--- config.mk ---
export PLATFORM = sky130hd
export DESIGN_NAME = lsuTop
export DESIGN_NICKNAME = d
export VERILOG_FILES = /design/src/common/lsu_pkg.sv /design/src/hdl/loadStoreBuffer.sv /design/src/dcache/dcache.sv /design/src/memCtrl/memCtrl.sv /design/src/hdl/lsuTop.sv
export VERILOG_INCLUDE_DIRS = /design/src /design/src/common
export SDC_FILE = /design/constraint.sdc
export NUM_CORES = 2
export LEC_CHECK = 0
export BUFFER_PORTS_ARGS = -buffer_cell sky130_fd_sc_hd__buf_2
export CAP_MARGIN = 20
export CORE_ASPECT_RATIO = 2
export CORE_MARGIN = 3
export CORE_UTILIZATION = 60
export CTS_CLUSTER_SIZE = 14
export DETAILED_ROUTE_END_ITERATION = 6
export PLACE_DENSITY_LB_ADDON = 0.2
export SYNTH_ARGS = -nofsm -noshare
export SYNTH_HDL_FRONTEND = slang
export SYNTH_SLANG_ARGS = --single-unit
--- constraint.sdc ---
create_clock -name clk -period 12.4 [get_ports clk]
set_input_delay 0.62 -clock clk [delete_from_list [all_inputs] [get_ports clk]]
set_output_delay 0.62 -clock clk [all_outputs]
set_load 0.05 [all_outputs]
--- src/common/lsu_config.svh ---
`ifndef LSU_CONFIG_SVH
`define LSU_CONFIG_SVH

// address, data and tag ("nick") widths of the load/store path.
`define ADDR_W 17
`define DATA_W 32
`define TAG_W 4

// width of the per-byte wait-cycle count of the memory controller.
`define WAIT_W 2

// number of entries in the load/store buffer.
`define LSB_DEPTH 4

// size of the memory controller RAM in bytes.
// addresses wrap modulo this size.
`define RAM_BYTES 256

`endif

--- src/common/lsu_pkg.sv ---
`default_nettype none

package lsu_pkg;

    // direction of a memory request.
    typedef enum logic {
        opLoad,
        opStore
    } memOp;

    // access length of 1, 2 or 4 bytes.
    typedef enum logic [1:0] {
        lenByte,
        lenHalf,
        lenWord
    } accessLen;

    // memory controller states.
    // mcWait and mcXfer alternate once per byte.
    typedef enum logic [1:0] {
        mcIdle,
        mcWait,
        mcXfer,
        mcDone
    } mcState;

endpackage

`default_nettype wire

--- src/hdl/loadStoreBuffer.sv ---
`timescale 1ns/100ps
`default_nettype none
`include "lsu_config.svh"

module loadStoreBuffer
    import lsu_pkg::*;
(
    input  logic               clk,
    input  logic               rst,
    input  logic               rdy,

    input  logic               reqEn,
    input  memOp               reqOp,
    input  logic [`ADDR_W-1:0] reqAddr,
    input  logic [`DATA_W-1:0] reqData,
    input  accessLen           reqLen,
    input  logic [`TAG_W-1:0]  reqTag,
    output logic               reqReady,

    input  logic               cacheReady,
    output logic               issueEn,
    output memOp               issueOp,
    output logic [`ADDR_W-1:0] issueAddr,
    output logic [`DATA_W-1:0] issueData,
    output accessLen           issueLen,
    output logic [`TAG_W-1:0]  issueTag
);

    localparam int DEPTH = `LSB_DEPTH;
    localparam int PTR_W = $clog2(DEPTH);
    localparam int CNT_W = $clog2(DEPTH + 1);

    memOp               opMem   [DEPTH];
    logic [`ADDR_W-1:0] addrMem [DEPTH];
    logic [`DATA_W-1:0] dataMem [DEPTH];
    accessLen           lenMem  [DEPTH];
    logic [`TAG_W-1:0]  tagMem  [DEPTH];

    logic [PTR_W-1:0] head;
    logic [PTR_W-1:0] tail;
    logic [CNT_W-1:0] count;
    logic             outOfReset;
    logic             issueStb;
    logic             push;
    logic             pop;

    function automatic logic [PTR_W-1:0] nextPtr(input logic [PTR_W-1:0] ptr);
        if (ptr == PTR_W'(DEPTH - 1)) begin
            return '0;
        end
        return ptr + 1'b1;
    endfunction

    assign reqReady = outOfReset && rdy && (count != CNT_W'(DEPTH));
    assign push     = reqEn && reqReady;

    // the dcache raises occupied one cycle after an issue, so a pending
    // issue strobe blocks the next pop.
    assign pop = (count != '0) && cacheReady && !issueStb;

    // the strobe register freezes with rdy low and reappears once rdy returns.
    assign issueEn = issueStb && rdy;

    always_ff @(posedge clk) begin
        if (rst) begin
            head       <= '0;
            tail       <= '0;
            count      <= '0;
            issueStb   <= 1'b0;
            outOfReset <= 1'b0;
        end else begin
            outOfReset <= 1'b1;
            if (rdy) begin
                issueStb <= pop;
                if (push) begin
                    tail <= nextPtr(tail);
                end
                if (pop) begin
                    head <= nextPtr(head);
                end
                if (push && !pop) begin
                    count <= count + 1'b1;
                end else if (pop && !push) begin
                    count <= count - 1'b1;
                end
            end
        end
    end

    always_ff @(posedge clk) begin
        if (push) begin
            opMem[tail]   <= reqOp;
            addrMem[tail] <= reqAddr;
            dataMem[tail] <= reqData;
            lenMem[tail]  <= reqLen;
            tagMem[tail]  <= reqTag;
        end
        if (pop) begin
            issueOp   <= opMem[head];
            issueAddr <= addrMem[head];
            issueData <= dataMem[head];
            issueLen  <= lenMem[head];
            issueTag  <= tagMem[head];
        end
    end

    // the core only strobes a request while the buffer has room.
    assert property (@(posedge clk) disable iff (rst) reqEn |-> reqReady)
        else $error("loadStoreBuffer: request strobed while buffer full or not ready");

endmodule

`default_nettype wire

--- src/dcache/dcache.sv ---
`timescale 1ns/100ps
`default_nettype none
`include "lsu_config.svh"

module dcache
    import lsu_pkg::*;
(
    input  logic               clk,
    input  logic               rst,
    input  logic               rdy,

    input  logic               issueEn,
    input  memOp               issueOp,
    input  logic [`ADDR_W-1:0] issueAddr,
    input  logic [`DATA_W-1:0] issueData,
    input  accessLen           issueLen,
    input  logic [`TAG_W-1:0]  issueTag,
    output logic               cacheReady,

    input  logic               mcDone,
    input  logic [`DATA_W-1:0] mcRdata,
    output logic               mcEn,
    output memOp               mcOp,
    output logic [`ADDR_W-1:0] mcAddr,
    output logic [`DATA_W-1:0] mcData,
    output accessLen           mcLen,

    output logic               respDone,
    output logic [`DATA_W-1:0] respData,
    output logic [`TAG_W-1:0]  respTag
);

    logic              occupied;
    logic              outOfReset;
    logic              mcStb;
    logic              respStb;
    logic [`TAG_W-1:0] savedTag;

    assign cacheReady = outOfReset && rdy && !occupied;
    assign mcEn       = mcStb && rdy;
    assign respDone   = respStb && rdy;

    always_ff @(posedge clk) begin
        if (rst) begin
            occupied   <= 1'b0;
            outOfReset <= 1'b0;
            mcStb      <= 1'b0;
            respStb    <= 1'b0;
        end else begin
            outOfReset <= 1'b1;
            if (rdy) begin
                mcStb   <= issueEn;
                respStb <= mcDone;
                if (issueEn) begin
                    occupied <= 1'b1;
                end else if (mcDone) begin
                    occupied <= 1'b0;
                end
            end
        end
    end

    always_ff @(posedge clk) begin
        if (issueEn) begin
            mcOp     <= issueOp;
            mcAddr   <= issueAddr;
            mcData   <= issueData;
            mcLen    <= issueLen;
            savedTag <= issueTag;
        end
        if (mcDone) begin
            respData <= mcRdata;
            respTag  <= savedTag;
        end
    end

    // the buffer waits for cacheReady, so a second request never overlaps.
    assert property (@(posedge clk) disable iff (rst) issueEn |-> !occupied)
        else $error("dcache: issue received while a request is outstanding");

    // memory only completes a request that this stage forwarded.
    assert property (@(posedge clk) disable iff (rst) mcDone |-> occupied)
        else $error("dcache: memory completion with no request outstanding");

endmodule

`default_nettype wire

--- src/memCtrl/memCtrl.sv ---
`timescale 1ns/100ps
`default_nettype none
`include "lsu_config.svh"

module memCtrl
    import lsu_pkg::*;
(
    input  logic               clk,
    input  logic               rst,
    input  logic               rdy,

    input  logic [`WAIT_W-1:0] memWait,

    input  logic               mcEn,
    input  memOp               mcOp,
    input  logic [`ADDR_W-1:0] mcAddr,
    input  logic [`DATA_W-1:0] mcData,
    input  accessLen           mcLen,
    output logic               mcDone,
    output logic [`DATA_W-1:0] mcRdata
);

    localparam int RAM_AW = $clog2(`RAM_BYTES);

    logic [7:0] ram [`RAM_BYTES];

    mcState             state;
    logic [1:0]         byteIdx;
    logic [`WAIT_W-1:0] waitCnt;

    memOp               opReg;
    accessLen           lenReg;
    logic [RAM_AW-1:0]  addrReg;
    logic [`DATA_W-1:0] dataReg;
    logic [RAM_AW-1:0]  ramIdx;
    logic               lastByte;

    // a byte skips the wait state entirely when no wait cycles are set.
    function automatic mcState byteEntry(input logic [`WAIT_W-1:0] waitCycles);
        return (waitCycles == '0) ? mcXfer : mcWait;
    endfunction

    function automatic logic [1:0] lastIndex(input accessLen len);
        case (len)
            lenByte: return 2'd0;
            lenHalf: return 2'd1;
            default: return 2'd3;
        endcase
    endfunction

    // the byte address wraps around the RAM.
    assign ramIdx   = addrReg + RAM_AW'(byteIdx);
    assign lastByte = (byteIdx == lastIndex(lenReg));

    assign mcDone = (state == lsu_pkg::mcDone) && rdy;

    always_ff @(posedge clk) begin
        if (rst) begin
            state   <= mcIdle;
            byteIdx <= '0;
            waitCnt <= '0;
        end else if (rdy) begin
            case (state)
                mcIdle: begin
                    if (mcEn) begin
                        byteIdx <= '0;
                        waitCnt <= memWait - 1'b1;
                        state   <= byteEntry(memWait);
                    end
                end
                mcWait: begin
                    if (waitCnt == '0) begin
                        state <= mcXfer;
                    end else begin
                        waitCnt <= waitCnt - 1'b1;
                    end
                end
                mcXfer: begin
                    if (lastByte) begin
                        state <= lsu_pkg::mcDone;
                    end else begin
                        byteIdx <= byteIdx + 1'b1;
                        waitCnt <= memWait - 1'b1;
                        state   <= byteEntry(memWait);
                    end
                end
                default: begin
                    state <= mcIdle;
                end
            endcase
        end
    end

    // request latch and load data assembly.
    // load data starts at zero, which zero-extends short loads and stores.
    always_ff @(posedge clk) begin
        if (rdy) begin
            if (state == mcIdle && mcEn) begin
                opReg   <= mcOp;
                lenReg  <= mcLen;
                addrReg <= mcAddr[RAM_AW-1:0];
                dataReg <= mcData;
                mcRdata <= '0;
            end else if (state == mcXfer && opReg == opLoad) begin
                mcRdata[{byteIdx, 3'b000} +: 8] <= ram[ramIdx];
            end
        end
    end

    always_ff @(posedge clk) begin
        if (rdy && state == mcXfer && opReg == opStore) begin
            ram[ramIdx] <= dataReg[{byteIdx, 3'b000} +: 8];
        end
    end

    // the dcache keeps a single request in flight.
    assert property (@(posedge clk) disable iff (rst) mcEn |-> state == mcIdle)
        else $error("memCtrl: request received while busy");

endmodule

`default_nettype wire

--- src/hdl/lsuTop.sv ---
`timescale 1ns/100ps
`default_nettype none
`include "lsu_config.svh"

module lsuTop
    import lsu_pkg::*;
(
    input  logic               clk,
    input  logic               rst,
    input  logic               rdy,
    input  logic [`WAIT_W-1:0] memWait,

    input  logic               reqEn,
    input  memOp               reqOp,
    input  logic [`ADDR_W-1:0] reqAddr,
    input  logic [`DATA_W-1:0] reqData,
    input  accessLen           reqLen,
    input  logic [`TAG_W-1:0]  reqTag,
    output logic               reqReady,

    output logic               respDone,
    output logic [`DATA_W-1:0] respData,
    output logic [`TAG_W-1:0]  respTag
);

    // buffer to dcache.
    logic               cacheReady;
    logic               issueEn;
    memOp               issueOp;
    logic [`ADDR_W-1:0] issueAddr;
    logic [`DATA_W-1:0] issueData;
    accessLen           issueLen;
    logic [`TAG_W-1:0]  issueTag;

    // dcache to memory controller.
    logic               mcEn;
    memOp               mcOp;
    logic [`ADDR_W-1:0] mcAddr;
    logic [`DATA_W-1:0] mcData;
    accessLen           mcLen;
    logic               mcDone;
    logic [`DATA_W-1:0] mcRdata;

    loadStoreBuffer u_loadStoreBuffer (
        .clk        (clk),
        .rst        (rst),
        .rdy        (rdy),
        .reqEn      (reqEn),
        .reqOp      (reqOp),
        .reqAddr    (reqAddr),
        .reqData    (reqData),
        .reqLen     (reqLen),
        .reqTag     (reqTag),
        .reqReady   (reqReady),
        .cacheReady (cacheReady),
        .issueEn    (issueEn),
        .issueOp    (issueOp),
        .issueAddr  (issueAddr),
        .issueData  (issueData),
        .issueLen   (issueLen),
        .issueTag   (issueTag)
    );

    dcache u_dcache (
        .clk        (clk),
        .rst        (rst),
        .rdy        (rdy),
        .issueEn    (issueEn),
        .issueOp    (issueOp),
        .issueAddr  (issueAddr),
        .issueData  (issueData),
        .issueLen   (issueLen),
        .issueTag   (issueTag),
        .cacheReady (cacheReady),
        .mcDone     (mcDone),
        .mcRdata    (mcRdata),
        .mcEn       (mcEn),
        .mcOp       (mcOp),
        .mcAddr     (mcAddr),
        .mcData     (mcData),
        .mcLen      (mcLen),
        .respDone   (respDone),
        .respData   (respData),
        .respTag    (respTag)
    );

    memCtrl u_memCtrl (
        .clk     (clk),
        .rst     (rst),
        .rdy     (rdy),
        .memWait (memWait),
        .mcEn    (mcEn),
        .mcOp    (mcOp),
        .mcAddr  (mcAddr),
        .mcData  (mcData),
        .mcLen   (mcLen),
        .mcDone  (mcDone),
        .mcRdata (mcRdata)
    );

endmodule

`default_nettype wire

Yosys cells after proc, flatten, opt, wreduce, memory -nomap -nowiden

Memory sizes are Yosys's and may differ from the RTL's. A register that Yosys moved wholly into a read port is not among the register bits.
Cells that the tools add are included.

Add/sub/neg operators: 9
Eq/ne operators: 12
Shifts and indexed selects: 3
Multiplexer cells: 36
Bitwise operators: 1
Reduce and logical (&&, ||, !) cells: 39

Operator list:

| operator                                             | count |
|---|---|
| bitwise mux 32 bit                                   | 1 |
| 2-to-1 mux 32 bit                                    | 1 |
| variable shift 8 x 7 -> 32 bit, first input constant | 1 |
| variable part select 32 x 6 -> 8 bit                 | 1 |
| variable part select 8 x 7 -> 32 bit                 | 1 |
| 2-to-1 mux 2 bit                                     | 13 |
| logical AND 1 bit                                    | 16 |
| 2-to-1 mux 1 bit                                     | 15 |
| one-hot mux 2 bit (3 select lines)                   | 2 |
| AND reduction 2 bit                                  | 6 |
| adder 8 x 2 -> 8 bit                                 | 1 |
| == test 2 bit, second input constant                 | 4 |
| zero test 2 bit                                      | 4 |
| one-hot mux 2 bit (2 select lines)                   | 2 |
| nonzero test 2 bit                                   | 4 |
| negator 5 -> 7 bit                                   | 1 |
| adder 2 x 1 -> 2 bit, second input constant          | 3 |
| 2-to-1 mux 3 bit                                     | 2 |
| nonzero test 3 bit                                   | 2 |
| AND reduction 5 bit                                  | 1 |
| == test 2 x 1 -> 1 bit, second input constant        | 2 |
| zero test 1 bit                                      | 4 |
| != test 2 x 1 -> 1 bit, second input constant        | 2 |
| != test 2 bit, second input constant                 | 2 |
| other kinds (8)                                      | 9 |

Flip-flop bits (word level): 176
Memory bits (writable): 2272
Output and inout bits: 38
Memories: 6

Memories:

| memory                    | depth | bits a word | rd ports | clocked after Yosys merged registers in | write ports | RTL line              | text |
|---|---|---|---|---|---|---|---|
| u_memCtrl.ram             | 256   | 8           | 1        | 0                                       | 1           | memCtrl.sv:25         | `` logic [7:0] ram [`RAM_BYTES]; `` |
| u_loadStoreBuffer.dataMem | 4     | 32          | 1        | 1                                       | 1           | loadStoreBuffer.sv:35 | `` logic [`DATA_W-1:0] dataMem [DEPTH]; `` |
| u_loadStoreBuffer.addrMem | 4     | 17          | 1        | 1                                       | 1           | loadStoreBuffer.sv:34 | `` logic [`ADDR_W-1:0] addrMem [DEPTH]; `` |
| u_loadStoreBuffer.tagMem  | 4     | 4           | 1        | 1                                       | 1           | loadStoreBuffer.sv:37 | `` logic [`TAG_W-1:0] tagMem [DEPTH]; `` |
| u_loadStoreBuffer.lenMem  | 4     | 2           | 1        | 1                                       | 1           | loadStoreBuffer.sv:36 | `accessLen lenMem [DEPTH];` |
| u_loadStoreBuffer.opMem   | 4     | 1           | 1        | 1                                       | 1           | loadStoreBuffer.sv:33 | `memOp opMem [DEPTH];` |

Logic depth before layout (Yosys ltp)

Depth in word-level cells: 8
Depth in mapped cells: 16
Gate-level depth less buffers: 11

Cells and area by module

A second synthesis with hierarchy kept.

Cells, all modules: 4886
Area, all modules: 96951.7 µm²

Modules (own cells, without submodules):

| module          | instances | cells each | area each (µm²) | sequential area each (µm²) |
|---|---|---|---|---|
| memCtrl         | 1         | 4371       | 83714.0         | 63871.3 |
| loadStoreBuffer | 1         | 408        | 10318.6         | 8588.2 |
| dcache          | 1         | 107        | 2919.0          | 2842.7 |

Worst setup path after synthesis

No wires, ideal clock.

Path type: register to register
Start point: register u_memCtrl.byteIdx[0]
End point: memory u_memCtrl.ram[105][0] (enable)
Arrival time: 3568 ps
Required time: 12030 ps
Slack: 8462 ps
Stages on the path, launching flop included: 13
Clock period less this slack: 3938 ps
Cells stage by stage: dfxtp_1 ha_1 fa_1 buf_2 buf_2 buf_2 buf_2 buf_2 buf_1 nor3_1 nand3_1 clkbuf_1 nor2_1

Longest elaborated chain between the ends: 1

RTL lines:

| what                     | RTL line      | text |
|---|---|---|
| start: declaration       | memCtrl.sv:28 | `logic [1:0] byteIdx;` |
| start signal: assignment | memCtrl.sv:82 | `byteIdx <= byteIdx + 1'b1;` |
| adder 8 x 2 -> 8 bit     | memCtrl.sv:52 | `assign ramIdx = addrReg + RAM_AW'(byteIdx);` |
| end: declaration         | memCtrl.sv:25 |  |

Every way passes these cells.

Worst setup path after layout

Start point: register u_memCtrl.byteIdx[1]
End point: register u_memCtrl.mcRdata[5], data pin

Longest elaborated chain between the ends: 5

RTL lines:

| what                                 | RTL line       | text |
|---|---|---|
| adder 8 x 2 -> 8 bit                 | memCtrl.sv:52  |  |
| memory (256 x 8 bit)                 | --             |  |
| variable part select 8 x 7 -> 32 bit | memCtrl.sv:105 | `mcRdata[{byteIdx, 3'b000} +: 8] <= ram[ramIdx];` |
| bitwise mux 32 bit (*)               | memCtrl.sv:105 |  |
| 2-to-1 mux 32 bit (*)                | memCtrl.sv:104 | `end else if (state == mcXfer && opReg == opLoad) begin` |
| end signal: indexed assignment       | memCtrl.sv:105 |  |
| end: declaration                     | memCtrl.sv:20  | `` output logic [`DATA_W-1:0] mcRdata `` |

Mark *: on every way between the ends. The rest lies on a longest branch, timed or not. The select of a mux whose other input is x is not followed.
A chain may end at the register's enable or synchronous reset.

==> flow_summary.toml <==
[outcome]
outcome = "complete, no violations"

[timing]
setup_tns_ps = 0
skew_ps = 87.45
rsz0062_at_grt = "false"
relSlewSlack_pct = 20.73
layout_min_cycle_time_ps = 6197
worst_pin_slew_ps = 1189
slew_violations = 0
setup_viol = 0
period_share_pct = 49.98
finalHoldViolCount = 0
fmax_mhz = 161.4

[global_routing]
grt_max_degree = 116
antenna_found_initial = 5
grt_pass1_wl_um = 329200
grt_pass1_vias = 48090
grt.total_usage_pct = 28.07
grt.overflow.total = 0

[floorplan]
die_height_um = 568.7
ioPinCount = 100
core_um2 = 156700
start_util_pct = 60.61
die_area_um2 = 163400
placementRows = 205
fp.dieW_um = 287.4

[critical_path]
slowest_stage = "fa_4"
startpoint_type = "register"
crit_top_cell = "buf_4"
cp.required_ps = 13040
critPathKind = "register to register"
cp-end-kind = "register"
cp_cell_sequence = "fa_4 -> buf_4 -> buf_4 -> mux4_2 -> nand2_1 -> and3_1 -> a31oi_1 -> o22ai_1 -> or4_1 -> o31ai_1"
rr_worst_depth = 10
max_stage_delay_ps = 1360
crit_path_max_fanout = 52
crit_arrival_ps = 6830

[detailed_routing]
via_per_inst = 6.587
wl_um = 225000
drt-pass1-iter-count = 5
vias = 46460
wl_met3_um = 15920
drc = 0
dr.max_layer_used = "met5"
wl_per_cell_um = 31.90
wl_met1_um = 72950
antenna_left = 0
routed-wl-met2_um = 119000
drtIter0Drc = 4902

[hold_path]
whs_path_depth = 1
hp-class = "input pin to register"

[power_and_ir_drop]
p_total_uw = 15000
power_density_nw_per_um2 = 144.2
ir_drop_v = 0.0001403
power_leakage_uw = 0.03243

[synth]
syn_nets = 4792
ys_seq_area_share_pct = 77.54
netlist_area_um2 = 94990
synth_cell_type_count = 75
ys_warn_count = 0
synth_edf_count = 2441
synth_seq_cells = 2459
synth-main-ff-cell = "edfxtp_1"
synth_area_per_cell_um2 = 20.15
async_flop_share_pct = 0
syn_inst = 4715

[cts]
cts_tree = "built"
clock_latency_ps = 870
htree_levels = 4
clockBufferDepth = 4
cts_sinks = 2459
clkTransAtPathRegs_ps = 70
post_cts_resized = 0
cts_setup_buffers = 0
clockRootBuffer = "clkbuf_16"
cts_buffers = 209

[place]
dp.final_hpwl_um = 140600
gp_congestion = 0.8626
io_buffers = 90

[final_layout]
final_nets = 4968
syn_to_final_growth_pct = 9.513
drive_above_1_share_pct = 20.43
n_fill_cell = 9976

[run]
max_cap_violations = 0
layout make-up:
| class | count | area [um^2] | share of cell area [%] |
|---|---|---|---|
| well taps | 2070 | 2590 | 2.490 |
| inverters | 16 | 60.06 | 0.05773 |
| clock buffers | 265 | 5483 | 5.270 |
| diodes | 4 | 10.01 | 0.009622 |
| clock inverters | 33 | 241.5 | 0.2321 |
| repair buffers | 245 | 1954 | 1.879 |
| multi-input cells | 1960 | 20030 | 19.25 |
| flip-flops and latches | 2459 | 73670 | 70.81 |
cells in the final DEF, fill, tap and decap left out, drive strengths merged, types with 12 or more instances in the layout:
cell type	n
o22ai	12
edfxtp	2441
dfxtp	18
buf	200
o31ai	25
o21ai	17
and3	29
clkinv	28
a21oi	68
nand4	12
nand2	461
clkbuf	265
inv	18
mux2	12
nor3	14
a31oi	33
a221oi	16
dlygate4sd3	44
mux2i	58
nand3	140
ha	13
mux4	553
nor2	302
stage by stage:
stage	instances	utilization, %	worst slack, ps	hold slack [ps]	cell area (um^2)
2_1_floorplan	4715	-	8462	400.3	94990
3_3_place_gp	6697	62.31	6278	400.5	97660
6_report	7052	66.38	6203	59.01	104000
5_1_grt	7051	66.38	6136	29.98	104000
3_5_place_dp	6697	62.31	6241	404.5	97660
4_1_cts	7039	66.25	6201	4.322	103800
synth_stat cells, drive strengths merged (5+ instances only):
library cell  number  share of area (%)
a2111oi            9              0.083
a211oi            10              0.079
a21o              10              0.079
a21oi             68               0.36
a221oi            16               0.15
a22o               5              0.046
a22oi              8              0.063
a31oi             33               0.22
a32o               5              0.053
a32oi             10              0.092
and2               9              0.059
and3              29               0.19
and4               5              0.046
buf              174                1.0
clkbuf           106               0.42
dfxtp             18               0.38
edfxtp          2441                 77
ha                13               0.17
inv               16              0.063
mux2              12               0.14
mux2i             58               0.61
mux4             553                 13
nand2            461                1.8
nand2b             8              0.053
nand3            140               0.74
nand3b             5              0.040
nand4             12              0.079
nor2             302                1.2
nor3              14              0.074
nor3b              9              0.071
nor4               8              0.053
o21ai             17              0.090
o221ai             5              0.046
o22a               8              0.074
o22ai             12              0.079
o31ai             25               0.20
o32ai              6              0.055
or2                5              0.033
or4                6              0.047
xnor2              6              0.063
worst paths after layout:
kind                        startpoint                               to  slack [ps]
setup / recovery  u_memCtrl.byteIdx[1]             u_memCtrl.mcRdata[5]        6200
hold reg to reg    u_dcache.mcData[11]            u_memCtrl.dataReg[11]         380
setup reg to reg  u_memCtrl.byteIdx[1]             u_memCtrl.mcRdata[5]        6200
hold / removal              reqAddr[2]  u_loadStoreBuffer.addrMem[1][2]          60
critical path: cells and delay by family, from the launching register on:
kind | cells | cell delay, ps
buffers and inverters | 2 | 1470
adders and majority gates | 1 | 1360
AOI/OAI and AO/OA | 3 | 1210
and+or+nand+nor | 3 | 970
DFF | 1 | 500
muxes | 1 | 340
cell families after synthesis:
group	share of synthesized area, %
flip-flops	77.54
multiplexers	13.86
buffers and inverters	1.525
adder cells (fa/ha/maj)	0.2134
XOR/XNOR	0.1080
AO/OA/AOI/OAI	2.073
AND/OR/NAND/NOR	4.673
state kept, by name, summed over array words and instances, names as in the netlist, 32 cells and up:
name	count
u_memCtrl.dataReg	32
u_loadStoreBuffer.addrMem	32
u_dcache.mcData	32
u_loadStoreBuffer.issueData	32
u_memCtrl.mcRdata	32
u_loadStoreBuffer.dataMem	128
u_dcache.respData	32
u_memCtrl.ram	2048
metal layers:
layer,global-route usage (%),vias to the layer above
met5,0,-
met4,17.77,2
met3,4.057,576
met2,48.40,2216
met1,33.18,24230
li1,-,19430
where the power goes:
group	total, uW	leakage, uW	switching [uW]	internal (uW)
Combinational	123	0.00757	71.2	52.2
Clock	5840	0.00277	2740	3100
Sequential	9040	0.0221	8.07	9040
repair_timing:
action | 4_1_cts | 5_1_grt
hold buffers | 44 | 0
endpoints found under the hold margin | 176 | 0
endpoints found under the setup margin | 0 | 0
No activity file was read; power rests on OpenSTA's default activity.
